**config.mk**
```make
export PLATFORM = sky130hd
export DESIGN_NAME = pid_mix
export DESIGN_NICKNAME = d
export VERILOG_FILES = /design/src/logic/pid_pkg.sv /design/src/logic/pid_mix.sv
export SDC_FILE = /design/constraint.sdc
export NUM_CORES = 1
export LEC_CHECK = 0
export ABC_AREA = 0
export BUFFER_PORTS_ARGS = -buffer_cell sky130_fd_sc_hd__buf_2
export CAP_MARGIN = 20
export CORE_MARGIN = 1
export CORE_UTILIZATION = 54
export DETAILED_ROUTE_END_ITERATION = 7
export GPL_ROUTABILITY_DRIVEN = 0
export PLACE_DENSITY = 0.85
export SETUP_SLACK_MARGIN = 0.5
export SKIP_CTS_REPAIR_TIMING = 1
export SLEW_MARGIN = 10
export SYNTH_ARGS = -nofsm -noshare
export SYNTH_HDL_FRONTEND = slang
export SYNTH_SLANG_ARGS = --single-unit
```
**constraint.sdc**
```tcl
create_clock -name bus_i -period 8.1 [get_ports bus_i]
set_input_delay 1.62 -clock bus_i [delete_from_list [all_inputs] [get_ports bus_i]]
set_output_delay 1.62 -clock bus_i [all_outputs]
set_load 0.02 [all_outputs]
```
**src/logic/pid_pkg.sv**
```systemverilog
// MIMO PID controller shared definitions
// sample and setting widths, product shifts, register map
// and the two views of the register bus address

package pid_pkg;

  //////////////////////////////
  // sizes
  localparam int unsigned DW  = 14;  // sample width
  localparam int unsigned CW  = 14;  // signed setting width
  localparam int unsigned CNI = 2;   // input channels
  localparam int unsigned CNO = 2;   // output channels

  // right shifts on the gain products
  localparam int unsigned PSR = 12;
  localparam int unsigned ISR = 18;
  localparam int unsigned DSR = 10;
  localparam int unsigned IW  = 32;  // integrator width

  typedef logic signed [DW-1:0] dat_t;  // stream sample
  typedef logic signed [CW-1:0] cfg_t;  // gain or setpoint

  // saturation limits for a 14 bit sample
  localparam dat_t DAT_MAX = 14'h1FFF;
  localparam dat_t DAT_MIN = 14'h2000;

  //////////////////////////////
  // register map
  localparam logic [3:0] REG_SP = 4'h0;  // setpoint
  localparam logic [3:0] REG_KP = 4'h4;  // proportional gain
  localparam logic [3:0] REG_KI = 4'h8;  // integral gain
  localparam logic [3:0] REG_KD = 4'hC;  // derivative gain

  // bus address seen as global page or as block window
  typedef union packed {
    struct packed {
      logic [31:7] rsv_h;
      logic        page;   // 0 selects integrator reset bits
      logic [5:0]  rsv_l;
    } glb;
    struct packed {
      logic [31:7] rsv;
      logic        page;   // 1 selects block settings
      logic        oi;     // output index
      logic        ii;     // input index
      logic [3:0]  ofs;    // register inside the 16 byte window
    } blk;
  } pid_addr_u;

endpackage

```
**src/logic/pid_mix.sv**
```systemverilog
// PID output mixer
// adds the results of the blocks feeding each output
// and saturates the sum back to 14 bits

`timescale 1ns/1ps

module pid_mix (
  input  logic          bus_i,
  input  logic          rstn_i,
  input  pid_pkg::dat_t [pid_pkg::CNO-1:0][pid_pkg::CNI-1:0] blk_dat_i,
  output pid_pkg::dat_t [pid_pkg::CNO-1:0]                   dat_o
);
  import pid_pkg::*;

  logic signed [DW:0] sum [CNO];  // one spare bit per output

  // sum over inputs for each output
  always_comb begin
    for (int o = 0; o < CNO; o++) begin
      sum[o] = '0;
      for (int i = 0; i < CNI; i++) begin
        sum[o] = sum[o] + (DW+1)'(blk_dat_i[o][i]);
      end
    end
  end

  // top two bits disagree on overflow
  always_ff @(posedge bus_i) begin
    if (!rstn_i) begin
      dat_o <= '0;
    end else begin
      for (int o = 0; o < CNO; o++) begin
        if (sum[o][DW:DW-1] == 2'b01) begin
          dat_o[o] <= DAT_MAX;
        end else if (sum[o][DW:DW-1] == 2'b10) begin
          dat_o[o] <= DAT_MIN;
        end else begin
          dat_o[o] <= sum[o][DW-1:0];
        end
      end
    end
  end

endmodule

```
==> metrics.yaml <==
power_and_ir_drop:
  seqPwrFrac_pct: 35.3
  ir_drop_uv: 84.8
  p_switching_mw: 0.185
  p_leak_nw: 1.44
  switching_share_pct: 39.2
  pwr-share-clk_pct: 15.9
  power_mw: 0.471
  power.density_nw_per_um2: 164
  p_comb_share_pct: 48.8
  p_int_mw: 0.286
cells_and_area:
  final_core_util_pct: 69.8
  reg.largest.list: "dat_o (28)"
  diodes: 0
  regMostFlops: "dat_o"
  nets: 466
  largest_reg_flops: 28
  syn_to_final_growth_pct: 20.0
  drive_gt1_share_pct: 26.6
flow_run:
  max_cap_viol_count: 0
drt:
  first_pass_iters: 4
  drtIter0Drc: 169
  routed_wirelength_um: 5590
  drc: 0
  drtAntennaViolNets: 0
  vias_per_cell: 5.76
  post_drt_wl_per_cell_um: 13.1
  vias: 2455
cts:
  cts_tree: "done"
  cts_inserted_buffers: 3
  h-tree-depth: 1
  cts.path.max_buffers: 2
  clk_pin_slew_ps: 90
  clkSinkCount: 28
  clock-root-buffer: "clkbuf_8"
timing:
  worstMarginPinSlew_ps: 578
  relSlewSlack_pct: 61.5
  setup_tns_ps: 0
  rsz0062_at_grt: "false"
  hold_viol: 0
  setup_viol: 0
  timing.fmax_ghz: 0.263
  fin_crit_ps: 3800
  final_max_slew_viol_count: 0
  fin_crit_sh_pct: 46.9
logic_synthesis:
  yosys.area.top_type: "dfxtp_1"
  synth_ff_type: "dfxtp_1"
  async_reset_ff_share_pct: 0
  yosysUniqueCellTypes: 56
  synth_fp_nets: 384
  netlist.area_leader.share_pct: 23.4
  yosys-top-cells-count: "30 x nor2_1, 28 x dfxtp_1, 28 x ha_1"
  synth-seq-cells: 28
  yosys_warnings: 0
  synth_cells: 296
  yosysMostFrequentCell: "nor2_1"
  synth-edff-count: 0
  synth-seq-area-share_pct: 23.4
  avgSynthCellArea_um2: 8.09
  ys_top_cells_by_area: "dfxtp_1 23%, ha_1 15%, nor2_1 4.7%"
  syn_area_um2: 2390
floorplan:
  initial_core_util_pct: 58.2
  die_w_um: 68.6
  die_h_um: 68.6
  io_pins: 86
  coreArea_um2: 4120
  dieArea_um2: 4710
  core.rowCount: 23
global_route:
  grt_pass1_vias: 2155
  grt_max_degree: 20
  grt_overflow: 0
  antenna_found_initial: 0
  grt_pass1_wl_um: 9140
  grt_util_all_layers_pct: 25.2
setup_path:
  critPathCaptureType: "flip-flop"
  path_buf_inv: 2
  cp-start-kind: "input pin"
  critPathRequiredTime_ps: 8290
  cp-startpoint: "blk_dat_i[0]"
  cpMaxStageDelayCell: "a311o_1"
  critPathTopFamily: "compound AO/OA/AOI/OAI gates"
  max_stage_delay_ps: 520
  cp.arrival_ps: 3990
  path_max_fanout: 13
  worstSetupPathType: "input pin to flip-flop"
  path_cells: "buf_2, ha_1, inv_1, fa_1, nor2b_1, o21ai_0, a21boi_1, o2111ai_1, and2_1, a311o_1, o31ai_1"
placement:
  port_buffers: 85
  hpwlAfterDp_um: 4610
min_path:
  hold_path_class: "input pin to flip-flop"
  hold_start: "rstn_i"
status:
  status: "finished, final reports clean"
==> cell usage in the layout, fill, tap and decap left out, drive strengths merged, types with 7 or more instances in the layout <==
| cell | n |
|---|---|
| xnor2 | 7 |
| nor2b | 9 |
| o311a | 8 |
| buf | 85 |
| inv | 18 |
| a21o | 8 |
| a21oi | 23 |
| xor2 | 8 |
| nor2 | 30 |
| ha | 28 |
| nand2 | 21 |
| o21ai | 32 |
| dfxtp | 28 |
==> area by class of cell <==
cell class,instances,area [um2]
fillers,351,1240
flip-flops and latches,28,561
clock buffers,3,41.3
inverters,18,67.6
repair buffers,85,425
well taps,50,62.6
multi-input cells,242,1720
==> per-layer routing <==
layer	wire length (um)	up-vias	global-route usage (%)
met4	69	0	7.29
met2	2810	96	46.2
li1	-	1241	-
met5	0	-	0
met1	2330	1111	31.4
met3	377	7	1.48
==> cell families (layout without fill, tap and decap cells) <==
family | count (synthesis) | count (layout) | share of synthesized area, %
fa+ha+maj | 31 | 31 | 16.7
simple gates | 85 | 85 | 16.8
xor+xnor | 15 | 15 | 5.49
compound gates | 110 | 110 | 32.2
flops | 28 | 28 | 23.4
buf+inv | 26 | 106 | 4.91
mux | 1 | 1 | 0.470
==> path summary, 6_finish.rpt <==
| path | cells after the start | slack [ps] | endpoint |
|---|---|---|---|
| max | 11 | 4300 | dat_o[4] |
| min | 2 | 1680 | dat_o[17] |
==> metrics by stage <==
stage	hold WS, ps	area (um2)	setup WS (ps)	std cells
after floorplan	1820	2390	4200	296
after detailed placement	1970	2830	3980	423
after CTS	1680	2870	4280	426
final	1680	2870	4300	426
after global routing	1690	2870	3970	426
after global placement	1960	2830	4130	423
==> power groups by stage <==
stage	Combinational (mW)	Clock, mW	Sequential [mW]
after floorplan	0.137	0	0.200
after global placement	0.223	0	0.170
after detailed placement	0.228	0	0.170
after CTS	0.229	0.0744	0.167
after global routing	0.257	0.0799	0.170
final	0.230	0.0749	0.166
No activity file was read; power rests on OpenSTA's default activity.
