File: config.mk
export PLATFORM = sky130hd
export DESIGN_NAME = pid_block_flat
export DESIGN_NICKNAME = d
export VERILOG_FILES = /design/src/logic/pid_pkg.sv /design/src/logic/pid_cfg_if.sv /design/src/logic/pid_block.sv /design/src/flat_wrapper.sv
export SDC_FILE = /design/constraint.sdc
export NUM_CORES = 2
export LEC_CHECK = 0
export BUFFER_PORTS_ARGS = -buffer_cell sky130_fd_sc_hd__buf_4
export CORE_ASPECT_RATIO = 1.4
export CORE_MARGIN = 1
export CORE_UTILIZATION = 64
export DETAILED_ROUTE_END_ITERATION = 10
export GPL_ROUTABILITY_DRIVEN = 0
export PLACE_DENSITY = 0.95
export SYNTH_ARGS = -nofsm -noshare
export SYNTH_HDL_FRONTEND = slang
export SYNTH_SLANG_ARGS = --single-unit
File: constraint.sdc
create_clock -name bus_i -period 9.85 [get_ports bus_i]
set_input_delay 0 -clock bus_i [delete_from_list [all_inputs] [get_ports bus_i]]
set_output_delay 0 -clock bus_i [all_outputs]
set_load 0.02 [all_outputs]
File: src/logic/pid_pkg.sv
// MIMO PID controller shared definitions
// sample and setting widths, product shifts, register map
// and the two views of the register bus address

package pid_pkg;

  //////////////////////////////
  // sizes
  localparam int unsigned DW  = 14;  // sample width
  localparam int unsigned CW  = 14;  // signed setting width
  localparam int unsigned CNI = 2;   // input channels
  localparam int unsigned CNO = 2;   // output channels

  // right shifts on the gain products
  localparam int unsigned PSR = 12;
  localparam int unsigned ISR = 18;
  localparam int unsigned DSR = 10;
  localparam int unsigned IW  = 32;  // integrator width

  typedef logic signed [DW-1:0] dat_t;  // stream sample
  typedef logic signed [CW-1:0] cfg_t;  // gain or setpoint

  // saturation limits for a 14 bit sample
  localparam dat_t DAT_MAX = 14'h1FFF;
  localparam dat_t DAT_MIN = 14'h2000;

  //////////////////////////////
  // register map
  localparam logic [3:0] REG_SP = 4'h0;  // setpoint
  localparam logic [3:0] REG_KP = 4'h4;  // proportional gain
  localparam logic [3:0] REG_KI = 4'h8;  // integral gain
  localparam logic [3:0] REG_KD = 4'hC;  // derivative gain

  // bus address seen as global page or as block window
  typedef union packed {
    struct packed {
      logic [31:7] rsv_h;
      logic        page;   // 0 selects integrator reset bits
      logic [5:0]  rsv_l;
    } glb;
    struct packed {
      logic [31:7] rsv;
      logic        page;   // 1 selects block settings
      logic        oi;     // output index
      logic        ii;     // input index
      logic [3:0]  ofs;    // register inside the 16 byte window
    } blk;
  } pid_addr_u;

endpackage

File: src/logic/pid_cfg_if.sv
// PID settings bundle
// carries setpoint, gains and integrator reset
// from the register decoder to the four PID blocks

`timescale 1ns/1ps

interface pid_cfg_if;
  import pid_pkg::*;

  // indexed as [output][input]
  cfg_t [CNO-1:0][CNI-1:0] sp;    // setpoint
  cfg_t [CNO-1:0][CNI-1:0] kp;    // proportional gain
  cfg_t [CNO-1:0][CNI-1:0] ki;    // integral gain
  cfg_t [CNO-1:0][CNI-1:0] kd;    // derivative gain
  logic [CNO-1:0][CNI-1:0] irst;  // integrator held at zero while set

  // register side
  modport regs (
    output sp, kp, ki, kd, irst
  );

  // controller side
  modport pid (
    input sp, kp, ki, kd, irst
  );

endinterface

File: src/logic/pid_block.sv
// single PID controller
// error against setpoint, then P, I and D terms,
// then the saturated 14 bit sum, three cycles in all

`timescale 1ns/1ps

module pid_block #(
  parameter int unsigned OI = 0,  // output index
  parameter int unsigned II = 0   // input index
) (
  input  logic          bus_i,
  input  logic          rstn_i,
  input  pid_pkg::dat_t dat_i,
  pid_cfg_if.pid        cfg,
  output pid_pkg::dat_t dat_o
);
  import pid_pkg::*;

  // settings of this block
  cfg_t sp;
  cfg_t kp;
  cfg_t ki;
  cfg_t kd;
  logic irst;

  logic signed [DW:0]           err;      // current error
  logic signed [DW:0]           err_d;    // error one sample back
  logic signed [DW+1:0]         err_dif;  // error difference
  logic signed [DW+CW:0]        p_mul;
  logic signed [DW+CW:0]        i_mul;
  logic signed [DW+CW+1:0]      d_mul;
  logic signed [DW+CW-PSR:0]    p_trm;
  logic signed [DW+CW+1-DSR:0]  d_trm;
  logic signed [IW-1:0]         int_reg;  // integrator
  logic signed [IW:0]           int_sum;
  logic signed [IW-ISR-1:0]     i_trm;
  logic signed [DW+CW-DSR+3:0]  pid_sum;

  assign sp   = cfg.sp[OI][II];
  assign kp   = cfg.kp[OI][II];
  assign ki   = cfg.ki[OI][II];
  assign kd   = cfg.kd[OI][II];
  assign irst = cfg.irst[OI][II];

  //////////////////////////////
  // stage 1 error

  always_ff @(posedge bus_i) begin
    if (!rstn_i) begin
      err   <= '0;
      err_d <= '0;
    end else begin
      err   <= (DW+1)'(sp) - (DW+1)'(dat_i);
      err_d <= err;  // kept for the derivative
    end
  end

  //////////////////////////////
  // stage 2 terms

  // full width signed products
  assign p_mul   = (DW+CW+1)'(err) * (DW+CW+1)'(kp);
  assign i_mul   = (DW+CW+1)'(err) * (DW+CW+1)'(ki);
  assign err_dif = (DW+2)'(err) - (DW+2)'(err_d);
  assign d_mul   = (DW+CW+2)'(err_dif) * (DW+CW+2)'(kd);

  // one guard bit to catch integrator overflow
  assign int_sum = (IW+1)'(int_reg) + (IW+1)'(i_mul);

  always_ff @(posedge bus_i) begin
    if (!rstn_i) begin
      p_trm <= '0;
      d_trm <= '0;
    end else begin
      p_trm <= p_mul[DW+CW:PSR];      // drop PSR fraction bits
      d_trm <= d_mul[DW+CW+1:DSR];
    end
  end

  always_ff @(posedge bus_i) begin
    if (!rstn_i) begin
      int_reg <= '0;
    end else if (irst) begin
      int_reg <= '0;                  // held while reset bit set
    end else if (int_sum[IW:IW-1] == 2'b01) begin
      int_reg <= {1'b0, {(IW-1){1'b1}}};  // clamp high
    end else if (int_sum[IW:IW-1] == 2'b10) begin
      int_reg <= {1'b1, {(IW-1){1'b0}}};  // clamp low
    end else begin
      int_reg <= int_sum[IW-1:0];
    end
  end

  // integrator top bits are the I term
  assign i_trm = int_reg[IW-1:ISR];

  //////////////////////////////
  // stage 3 sum and saturation

  assign pid_sum = (DW+CW-DSR+4)'(p_trm)
                 + (DW+CW-DSR+4)'(i_trm)
                 + (DW+CW-DSR+4)'(d_trm);

  always_ff @(posedge bus_i) begin
    if (!rstn_i) begin
      dat_o <= '0;
    end else if (!pid_sum[DW+CW-DSR+3] && (|pid_sum[DW+CW-DSR+2:DW-1])) begin
      dat_o <= DAT_MAX;   // positive overflow
    end else if (pid_sum[DW+CW-DSR+3] && !(&pid_sum[DW+CW-DSR+2:DW-1])) begin
      dat_o <= DAT_MIN;   // negative overflow
    end else begin
      dat_o <= pid_sum[DW-1:0];
    end
  end

endmodule

File: src/flat_wrapper.sv
// flat-port wrapper written by rule: the top's interface ports become plain ports
module pid_block_flat import pid_pkg::*;
#(
  parameter int unsigned OI = 0,                 
  parameter int unsigned II = 0                 
)
  (bus_i, rstn_i, dat_i, dat_o, cfg_sp, cfg_kp, cfg_ki, cfg_kd, cfg_irst);
  pid_cfg_if cfg_i ();
  input  logic bus_i;
  input  logic rstn_i;
  input  pid_pkg::dat_t dat_i;
  output pid_pkg::dat_t dat_o;
  input wire logic [$bits(cfg_i.sp)-1:0] cfg_sp;
  input wire logic [$bits(cfg_i.kp)-1:0] cfg_kp;
  input wire logic [$bits(cfg_i.ki)-1:0] cfg_ki;
  input wire logic [$bits(cfg_i.kd)-1:0] cfg_kd;
  input wire logic [$bits(cfg_i.irst)-1:0] cfg_irst;
  assign cfg_i.sp = cfg_sp;
  assign cfg_i.kp = cfg_kp;
  assign cfg_i.ki = cfg_ki;
  assign cfg_i.kd = cfg_kd;
  assign cfg_i.irst = cfg_irst;
  pid_block #(.OI(OI), .II(II)) u_core (.bus_i(bus_i), .rstn_i(rstn_i), .dat_i(dat_i), .cfg(cfg_i), .dat_o(dat_o));
endmodule
==> results.toml <==
[routing]
routed_wl_mm = 85.0
routedWlPerCell_um = 21.3
drc = 0
vias_per_cell = 6.13
first_iter_violations = 2247
drtAntennaViolNets = 0
drt-pass1-iter-count = 7
num_vias = 24400

[synth]
synth-main-ff-cell = "dfxtp_1"
synth_fp_nets = 4548
seq_area_frac_synth_pct = 7.30
synth_top_cell_area_share_pct = 46.3
yosys.cell_count.top_type = "inv_1"
synthCells = 3313
async_flop_share_pct = 0
synth_common_cells = "inv_1, fa_1, nand2_1"
synth_area_leaders = "fa_1, ha_1, inv_1"
synth_enable_flop_cells = 0
synth_area_um2 = 31000
synth_area_per_cell_um2 = 9.35
synth.distinct_cells = 72
yosysWarnings = 0
ys_ff_latch = 113
yosysTopAreaCell = "fa_1"

[setup_path]
reg2reg_slack_ps = 420
critPathKind = "reg2reg"
cp_max_fo = 30
crit_arrival_ps = 9800
worstPathRequired_ps = 10230
worstSetupStartpointType = "flip-flop"
cp-end-kind = "flip-flop"

[finish]
drive_gt1_share_pct = 5.79
fill_cells = 3096
final_core_util_pct = 68.6
multi_input_area_um2 = 25300
largest_reg_flops = 32
nets = 4570
area_growth_pct = 6.07
ff_latch_area_um2 = 2260

[clocking]
ctsHoldBuffers = 6
cts_max_level = 4
cts_buffers = 17
cts_root_buffer = "clkbuf_16"
path_clk_slew_ps = 70
cts_resized = 0
post_cts_buffers = 0
cts_sinks = 113
cts_buffer_depth = 2
cts_tree = "yes"
clk_latency_ps = 450

[die]
die_x_um = 188
die_y_um = 262
io_pins = 258
num_rows = 95
die-area_um2 = 49300
initial_core_util_pct = 64.7
coreArea_um2 = 47900

[global_route]
grt_pass1_vias = 28400
antenna_found_initial = 4
grt_use_total_pct = 36.6
gr-total-overflow = 0
grt_pass1_wl_mm = 140
grt_max_degree = 38

[timing]
slew_headroom_pct = 7.59
period_needed_ps = 9430
fin_crit_sh_pct = 95.7
finalHoldViolations = 0
grt_setup_unrepaired = "no"
fmax_ghz = 0.106
setup_tns_ps = 0
setup_violations = 0
skew_ps = 13.7
hold_slack_ps = 0.180
final-max-slew-violation-count = 0
worst_slew_pin_slew_ps = 1380

[run_status]
status = "completed"

[hold_path]
hold_class = "in2reg"

[place]
port_buffers = 86
place_hpwl_mm = 64.0

[flow_run]
max-cap-violations = 0
-- worst paths after layout --
path	start	endpoint	cells past startpoint
hold reg to reg	u_core.err[14]$_SDFF_PN0_	u_core.err_d[14]$_SDFF_PN0_	1
setup / recovery	u_core.err[13]$_SDFF_PN0_	u_core.d_trm[19]$_SDFF_PN0_	25
setup reg to reg	u_core.err[13]$_SDFF_PN0_	u_core.d_trm[19]$_SDFF_PN0_	25
hold / removal	cfg_sp[9]	u_core.err[9]$_SDFF_PN0_	4
-- metal layers --
layer  vias to the layer above  wire (um)  GRT usage, %
met4                         8       7950          29.9
met1                     12100      26400          38.1
met2                      1626      42700          62.3
met5                         -         55             0
li1                       9971          -             -
met3                       689       7780          9.35
-- metrics by stage --
| step | setup WS [ps] | std cells | instance area [um^2] |
|---|---|---|---|
| 6_report | 425 | 3982 | 32900 |
| 4_1_cts | 699 | 3978 | 32800 |
| 2_1_floorplan | 2020 | 3313 | 31000 |
| 3_5_place_dp | 1050 | 3940 | 32200 |
| 5_1_grt | 206 | 3978 | 32800 |
| 3_3_place_gp | 1330 | 3940 | 32200 |
-- worst max-delay path, stage by stage, from the launching register on --
cell and delay, ps:
dfxtp_1 1240, ha_1 510, and3_1 210, a2111oi_0 670, nand2_1 440, and2_1 310
fa_1 540, inv_1 50, fa_1 500, inv_1 50, fa_1 480, fa_1 520
fa_1 520, inv_1 60, fa_1 490, inv_1 40, ha_1 340, a21oi_1 160
nor2b_1 60, o21ai_0 180, a21oi_1 110, a2111oi_0 780, a21oi_1 310, nor4_1 440
o21ai_0 150, a21oi_1 150
-- cells by family (layout without fill, tap and decap cells) --
family,after synthesis,in the layout,synth area share (%)
multiplexers,8,8,0.267
flip-flops,113,113,7.30
AO/OA/AOI/OAI,299,299,6.64
buffers and inverters,897,932,11.0
AND/OR/NAND/NOR,897,897,14.3
XOR/XNOR,108,108,3.14
other,0,4,0
adder cells (fa/ha/maj),991,991,57.4
-- placed cells by master (no fill, tap or decap), types with 6 or more instances in the layout --
| master | netlist | final |
|---|---|---|
| o21bai_1 | 9 | 9 |
| o31ai_1 | 6 | 6 |
| inv_1 | 776 | 776 |
| a21o_1 | 25 | 25 |
| buf_4 | 2 | 118 |
| or2_2 | 8 | 8 |
| o21ai_2 | 20 | 20 |
| a31oi_1 | 11 | 11 |
| nor2b_1 | 21 | 21 |
| mux2i_1 | 6 | 6 |
| nor3_1 | 20 | 20 |
| nand2b_1 | 43 | 43 |
| nand2_1 | 377 | 377 |
| a21oi_1 | 74 | 74 |
| clkbuf_16 | 0 | 17 |
| a211oi_1 | 17 | 17 |
| o21a_1 | 13 | 13 |
| fa_1 | 717 | 717 |
| nor2_1 | 85 | 85 |
| dlygate4sd3_1 | 0 | 6 |
| xor2_1 | 39 | 39 |
| ha_1 | 274 | 274 |
| and2_1 | 267 | 267 |
| and3_1 | 20 | 20 |
| o21ai_1 | 13 | 13 |
| a2111oi_0 | 6 | 6 |
| o21ai_0 | 54 | 54 |
| or3_1 | 7 | 7 |
| xnor2_1 | 67 | 67 |
| nand3_1 | 27 | 27 |
| o211ai_1 | 9 | 9 |
| dfxtp_1 | 113 | 113 |
-- final cells by class --
class                   count  share of cell area [%]
diodes                      4                  0.0305
well taps                 630                    2.40
flip-flops and latches    113                    6.89
repair buffers            124                    2.88
multi-input cells        2303                    77.1
clock buffers              18                    1.34
inverters                 776                    8.87
clock inverters            14                   0.541
Power is left out: the tool's default activity adds up to more than one toggle a clock period on the data nets, which glitch-free logic cannot reach.
