`config.mk`:
```
export PLATFORM = sky130hd
export DESIGN_NAME = pid_regs_flat
export DESIGN_NICKNAME = d
export VERILOG_FILES = /design/src/logic/pid_pkg.sv /design/src/logic/pid_cfg_if.sv /design/src/logic/pid_regs.sv /design/src/flat_wrapper.sv
export SDC_FILE = /design/constraint.sdc
export NUM_CORES = 1
export LEC_CHECK = 0
export BUFFER_PORTS_ARGS = -buffer_cell sky130_fd_sc_hd__buf_2
export CAP_MARGIN = 20
export CORE_UTILIZATION = 50
export DETAILED_ROUTE_END_ITERATION = 12
export PLACE_DENSITY = 0.88
export SYNTH_ARGS = -nofsm -noshare
export SYNTH_HDL_FRONTEND = slang
export SYNTH_SLANG_ARGS = --single-unit
```
`constraint.sdc`:
```
create_clock -name bus_i -period 2.78 [get_ports bus_i]
set_clock_uncertainty 0.2 [all_clocks]
set_input_delay 0.556 -clock bus_i [delete_from_list [all_inputs] [get_ports bus_i]]
set_output_delay 0.556 -clock bus_i [all_outputs]
set_load 0.02 [all_outputs]
```
`src/logic/pid_pkg.sv`:
```
// MIMO PID controller shared definitions
// sample and setting widths, product shifts, register map
// and the two views of the register bus address

package pid_pkg;

  //////////////////////////////
  // sizes
  localparam int unsigned DW  = 14;  // sample width
  localparam int unsigned CW  = 14;  // signed setting width
  localparam int unsigned CNI = 2;   // input channels
  localparam int unsigned CNO = 2;   // output channels

  // right shifts on the gain products
  localparam int unsigned PSR = 12;
  localparam int unsigned ISR = 18;
  localparam int unsigned DSR = 10;
  localparam int unsigned IW  = 32;  // integrator width

  typedef logic signed [DW-1:0] dat_t;  // stream sample
  typedef logic signed [CW-1:0] cfg_t;  // gain or setpoint

  // saturation limits for a 14 bit sample
  localparam dat_t DAT_MAX = 14'h1FFF;
  localparam dat_t DAT_MIN = 14'h2000;

  //////////////////////////////
  // register map
  localparam logic [3:0] REG_SP = 4'h0;  // setpoint
  localparam logic [3:0] REG_KP = 4'h4;  // proportional gain
  localparam logic [3:0] REG_KI = 4'h8;  // integral gain
  localparam logic [3:0] REG_KD = 4'hC;  // derivative gain

  // bus address seen as global page or as block window
  typedef union packed {
    struct packed {
      logic [31:7] rsv_h;
      logic        page;   // 0 selects integrator reset bits
      logic [5:0]  rsv_l;
    } glb;
    struct packed {
      logic [31:7] rsv;
      logic        page;   // 1 selects block settings
      logic        oi;     // output index
      logic        ii;     // input index
      logic [3:0]  ofs;    // register inside the 16 byte window
    } blk;
  } pid_addr_u;

endpackage

```
`src/logic/pid_cfg_if.sv`:
```
// PID settings bundle
// carries setpoint, gains and integrator reset
// from the register decoder to the four PID blocks

`timescale 1ns/1ps

interface pid_cfg_if;
  import pid_pkg::*;

  // indexed as [output][input]
  cfg_t [CNO-1:0][CNI-1:0] sp;    // setpoint
  cfg_t [CNO-1:0][CNI-1:0] kp;    // proportional gain
  cfg_t [CNO-1:0][CNI-1:0] ki;    // integral gain
  cfg_t [CNO-1:0][CNI-1:0] kd;    // derivative gain
  logic [CNO-1:0][CNI-1:0] irst;  // integrator held at zero while set

  // register side
  modport regs (
    output sp, kp, ki, kd, irst
  );

  // controller side
  modport pid (
    input sp, kp, ki, kd, irst
  );

endinterface

```
`src/logic/pid_regs.sv`:
```
// PID register decoder
// holds setpoints, gains and integrator reset bits for all blocks
// strobe based bus with one cycle read latency and ack pulse

`timescale 1ns/1ps

module pid_regs (
  input  logic        bus_i,    // bus clock
  input  logic        rstn_i,   // sync reset active low
  input  logic        wen_i,    // write strobe
  input  logic        ren_i,    // read strobe
  input  logic [31:0] addr_i,
  input  logic [31:0] wdata_i,
  output logic [31:0] rdata_o,
  output logic        ack_o,
  output logic        err_o,
  pid_cfg_if.regs     cfg
);
  import pid_pkg::*;

  //////////////////////////////
  // address decode

  pid_addr_u adr;   // two views of addr_i
  cfg_t      rd_set;  // selected setting for readback

  assign adr = addr_i;

  //////////////////////////////
  // settings write

  always_ff @(posedge bus_i) begin
    if (!rstn_i) begin
      cfg.sp   <= '0;
      cfg.kp   <= '0;
      cfg.ki   <= '0;
      cfg.kd   <= '0;
      cfg.irst <= '1;  // integrators parked at zero
    end else if (wen_i) begin
      if (!adr.glb.page) begin
        // one reset bit per block in output major order
        cfg.irst <= wdata_i[CNO*CNI-1:0];
      end else begin
        case (adr.blk.ofs)
          REG_SP: cfg.sp[adr.blk.oi][adr.blk.ii] <= wdata_i[CW-1:0];
          REG_KP: cfg.kp[adr.blk.oi][adr.blk.ii] <= wdata_i[CW-1:0];
          REG_KI: cfg.ki[adr.blk.oi][adr.blk.ii] <= wdata_i[CW-1:0];
          REG_KD: cfg.kd[adr.blk.oi][adr.blk.ii] <= wdata_i[CW-1:0];
          default: ;  // unaligned offsets ignored
        endcase
      end
    end
  end

  //////////////////////////////
  // read mux

  // pick the addressed setting of the addressed block
  always_comb begin
    case (adr.blk.ofs)
      REG_SP:  rd_set = cfg.sp[adr.blk.oi][adr.blk.ii];
      REG_KP:  rd_set = cfg.kp[adr.blk.oi][adr.blk.ii];
      REG_KI:  rd_set = cfg.ki[adr.blk.oi][adr.blk.ii];
      REG_KD:  rd_set = cfg.kd[adr.blk.oi][adr.blk.ii];
      default: rd_set = '0;
    endcase
  end

  // data lands together with the ack pulse
  always_ff @(posedge bus_i) begin
    if (!rstn_i) begin
      rdata_o <= '0;
    end else if (ren_i) begin
      if (!adr.glb.page) begin
        rdata_o <= {{(32-CNO*CNI){1'b0}}, cfg.irst};
      end else begin
        rdata_o <= {{(32-CW){1'b0}}, rd_set};  // zero extended
      end
    end
  end

  //////////////////////////////
  // bus response

  always_ff @(posedge bus_i) begin
    if (!rstn_i) begin
      ack_o <= 1'b0;
      err_o <= 1'b0;
    end else begin
      ack_o <= wen_i | ren_i;  // one pulse per strobe
      err_o <= 1'b0;           // no error conditions
    end
  end

endmodule

```
`src/flat_wrapper.sv`:
```
// flat-port wrapper written by rule: the top's interface ports become plain ports
module pid_regs_flat import pid_pkg::*;
  (bus_i, rstn_i, wen_i, ren_i, addr_i, wdata_i, rdata_o, ack_o, err_o, cfg_sp, cfg_kp, cfg_ki, cfg_kd, cfg_irst);
  pid_cfg_if cfg_i ();
  input  logic bus_i;
  input  logic rstn_i;
  input  logic wen_i;
  input  logic ren_i;
  input  logic [31:0] addr_i;
  input  logic [31:0] wdata_i;
  output logic [31:0] rdata_o;
  output logic ack_o;
  output logic err_o;
  output wire logic [$bits(cfg_i.sp)-1:0] cfg_sp;
  output wire logic [$bits(cfg_i.kp)-1:0] cfg_kp;
  output wire logic [$bits(cfg_i.ki)-1:0] cfg_ki;
  output wire logic [$bits(cfg_i.kd)-1:0] cfg_kd;
  output wire logic [$bits(cfg_i.irst)-1:0] cfg_irst;
  assign cfg_sp = cfg_i.sp;
  assign cfg_kp = cfg_i.kp;
  assign cfg_ki = cfg_i.ki;
  assign cfg_kd = cfg_i.kd;
  assign cfg_irst = cfg_i.irst;
  pid_regs u_core (.bus_i(bus_i), .rstn_i(rstn_i), .wen_i(wen_i), .ren_i(ren_i), .addr_i(addr_i), .wdata_i(wdata_i), .rdata_o(rdata_o), .ack_o(ack_o), .err_o(err_o), .cfg(cfg_i));
endmodule
```
==> run summary <==
For the worst setup path, the data required time is 2.98 ns. Clock-pin slew was measured on the worst setup and hold paths at 0.06 ns. The hold-critical path depth is 2. The synthesized netlist occupies a cell area of 0.0112 sq mm. After global routing the overflow that remains totals 0.

The capture point of the worst path is u_core.cfg.kp[37]$_SDFFE_PN0P_. The number of filler cells placed in the layout came out at 1,724. The data arrival time at the worst-slack endpoint came out at 2.35 ns.

Once layout is done, the placed cells without fillers occupy 0.0136 sq mm. The area taken by flip-flops and latches is 0.00486 sq mm. The critical path in this run is classified as in -> reg. met2 is the most crowded layer. In this run the worst hold path is classified as in -> reg. The number of buffers added on ports is 267.

Headroom to the max-slew limit came out at 0.431. The number of global-route vias before repair came out at 7,971. Synthesis produced a netlist whose cell count is 967. Of the cells placed in the final design, the portion with a size suffix greater than 1 is 0.341. The number of max-capacitance violations reported came out at 0. The clock net in this run drives a total of 243 sinks.

The sequential element share of the synthesized area is 0.434. The total routing usage reported by global routing came out at 0.265. The post-route fraction of the period consumed by the critical path is 0.772. The total CTS buffers is 26. The logic depth of the worst register-to-register path is 4. The number of setup violations in the final report came out at 0. The met2 global-route usage is 0.408. The post-synthesis to final-layout area growth came out at 21.1%. The via density per instance is 5.47. STA classifies the critical path endpoint as a flip-flop.

The accumulated negative setup slack came out at 0 ns. The height of the chip came out at 152 um. Setup repair after global routing left no endpoint under its margin. The post-CTS setup buffer count came out at 0. The detailed placement HPWL came out at 22,200 um. The number of antenna cells inserted is 0. At the placement stage, the worst setup path has a slack of 0.123 ns. For this run, global-route usage on met3 was measured as 0.0524.

The final count of hold timing violations came out at 0. For this design the static power due to leakage is 6.48 nW. The row count came out at 54.

The slack of the critical path came out at 0.633 ns. The overall power came out at 7.43 mW. The pin slew with the least headroom to its limit is 0.852 ns. The minimum hold slack is 0.131 ns.

The final standard cell utilization of the core came out at 0.621. For this design the ratio of total power to cell area is 547 mW/mm^2. The number of remaining DRC errors is 0. The post-layout net count came out at 1,267. The total vias in the final route came out at 8,193. The first global-routing pass estimated 46,700 um of wire. After synthesis, the netlist uses 31 different library cells. In this run the number of H-tree levels came out at 1.

The startpoint identified for the worst register-to-register timing path is u_core.cfg.ki[55]$_SDFFE_PN0P_. The post-route antenna net violation count came out at 0. The clock latency on the worst-skew pair is 0.52 ns. The async set-or-reset flop fraction in the synthesized netlist is 0. STA classifies the critical path startpoint as an input pin. The effective utilization at floorplan came out at 0.512. The floorplan step set the die width to 152 um. The area of the core region is 0.0219 sq mm. The top cell types in the final layout, fill and taps aside, are buf_2 (264), dfxtp_1 (243), mux2i_1 (228), nor2b_1 (228), mux4_2 (56).

The final weighted congestion of routability-driven global placement is 0.823. The number of antenna violations at the first check in global routing is 0. The total iterations of the first detailed-routing run came out at 5.

The total of flip-flops plus latches after synthesis came out at 243. The number of top-level design ports is 330. In the final routed layout, each cell accounts on average for 20.9 um.

The number of synthesis warnings came out at 0. In this run the worst setup path begins at addr_i[4]. The largest net degree at the start of global routing came out at 140. The flow ran to the end, and the final reports show no timing, DRC or antenna violations. No sink is reached through more buffers than the 3 on the longest clock path.

The worst register-to-register path ends at u_core.rdata_o[13]$_SDFFE_PN0P_. The count of pins over their slew limit came to 0. The root buffer cell chosen for the clock tree is clkbuf_16. The most used flip-flop cell after synthesis is dfxtp_1. The final non-filler cell total is 1,498.

The number of flops mapped to enable cells by yosys came out at 0. Along the worst path, the maximum fanout reaches 27. The multi-input combinational cell area came out at 0.00583 sq mm. The cts-stage hold buffer count came out at 0. The minimum clock period is 2.15 ns. The die covers 0.0230 sq mm. After synthesis, the mean cell area works out to 11.6 sq um. The number of cells upsized or downsized after cts came out at 0. The area after detailed placement came out at 0.0127 sq mm. The library cell used most frequently in the layout, excluding fill and tap cells, is buf_2.

The first routing iteration left 599 violations. The highest attainable clock frequency is 466 MHz. The final wirelength is 31,300 um. VDD sags by at most 0.440 mV. The number of placed cells counting well taps came out at 1,451. The global routing met1 resource utilization is 0.363. The clock tree from TritonCTS is built. The slack of the worst reg-to-reg path came out at 1.07 ns.
layout make-up:
| type | instances | area share |
|---|---|---|
| clock buffer | 34 | 0.0561 |
| sequential | 243 | 0.358 |
| timing repair buffer | 294 | 0.121 |
| clock inverter | 13 | 0.00866 |
| tap | 280 | 0.0258 |
| inverter | 4 | 0.00111 |
| multi-input combinational | 630 | 0.429 |
Yosys cell counts, drive strengths merged, types with 2 or more instances:
master	count	area, sq um
nand2	24	90.1
mux4	56	1260
and4	4	35.0
nor2b	228	1430
a22oi	28	210
nand3	9	90.1
inv	4	15.0
o22ai	4	25.0
clkbuf	49	184
buf	59	409
nor4b	3	47.5
dfxtp	243	4860
mux2i	228	2280
nor2	3	11.3
nor4	2	27.5
a22o	14	123
power breakdown:
| part | total, mW | internal, mW | switching [mW] |
|---|---|---|---|
| sequential | 3.51 | 3.50 | 0.0103 |
| clock | 3.50 | 2.11 | 1.40 |
| combinational | 0.417 | 0.155 | 0.262 |
worst min path at each step:
| stage | slack (ns) | endpoint | startpoint |
|---|---|---|---|
| 6_report | 0.13 | u_core.ack_o$_SDFF_PN0_ | wen_i |
| 5_1_grt | 0.13 | u_core.ack_o$_SDFF_PN0_ | wen_i |
| 4_1_cts | 0.11 | u_core.ack_o$_SDFF_PN0_ | wen_i |
| 3_5_place_dp | 0.27 | u_core.rdata_o[10]$_SDFFE_PN0P_ | u_core.rdata_o[10]$_SDFFE_PN0P_ |
| 3_3_place_gp | 0.26 | u_core.rdata_o[4]$_SDFFE_PN0P_ | u_core.rdata_o[4]$_SDFFE_PN0P_ |
| 2_1_floorplan | 0.39 | u_core.rdata_o[12]$_SDFFE_PN0P_ | u_core.rdata_o[12]$_SDFFE_PN0P_ |
registers in the layout, summed over array words and instances, names as in the netlist:
register / cells
u_core.cfg.sp: 56
u_core.cfg.kp: 56
u_core.rdata_o: 14
u_core.cfg.kd: 56
u_core.cfg.irst: 4
u_core.cfg.ki: 56
u_core.ack_o: 1
logic make-up after synthesis:
| kind of cell | Yosys count | share of synthesized area |
|---|---|---|
| compound gates | 47 | 0.0326 |
| other cells | 1 | 0.000334 |
| simple gates | 280 | 0.163 |
| mux | 284 | 0.316 |
| flops | 243 | 0.434 |
| buf+inv | 112 | 0.0542 |
routing by layer:
layer	share of wire	up-vias
met5	0	-
met4	0.034	0
met2	0.45	328
li1	-	3821
met3	0.067	62
met1	0.44	3982
worst max-delay path, stage by stage:
cell     delay, ns
buf_4         0.38
buf_12        0.29
and2b_1       0.28
nand3_2       0.10
buf_4         0.32
mux2i_1       0.32
nor2b_1       0.07
No activity file was read; power rests on OpenSTA's default activity.
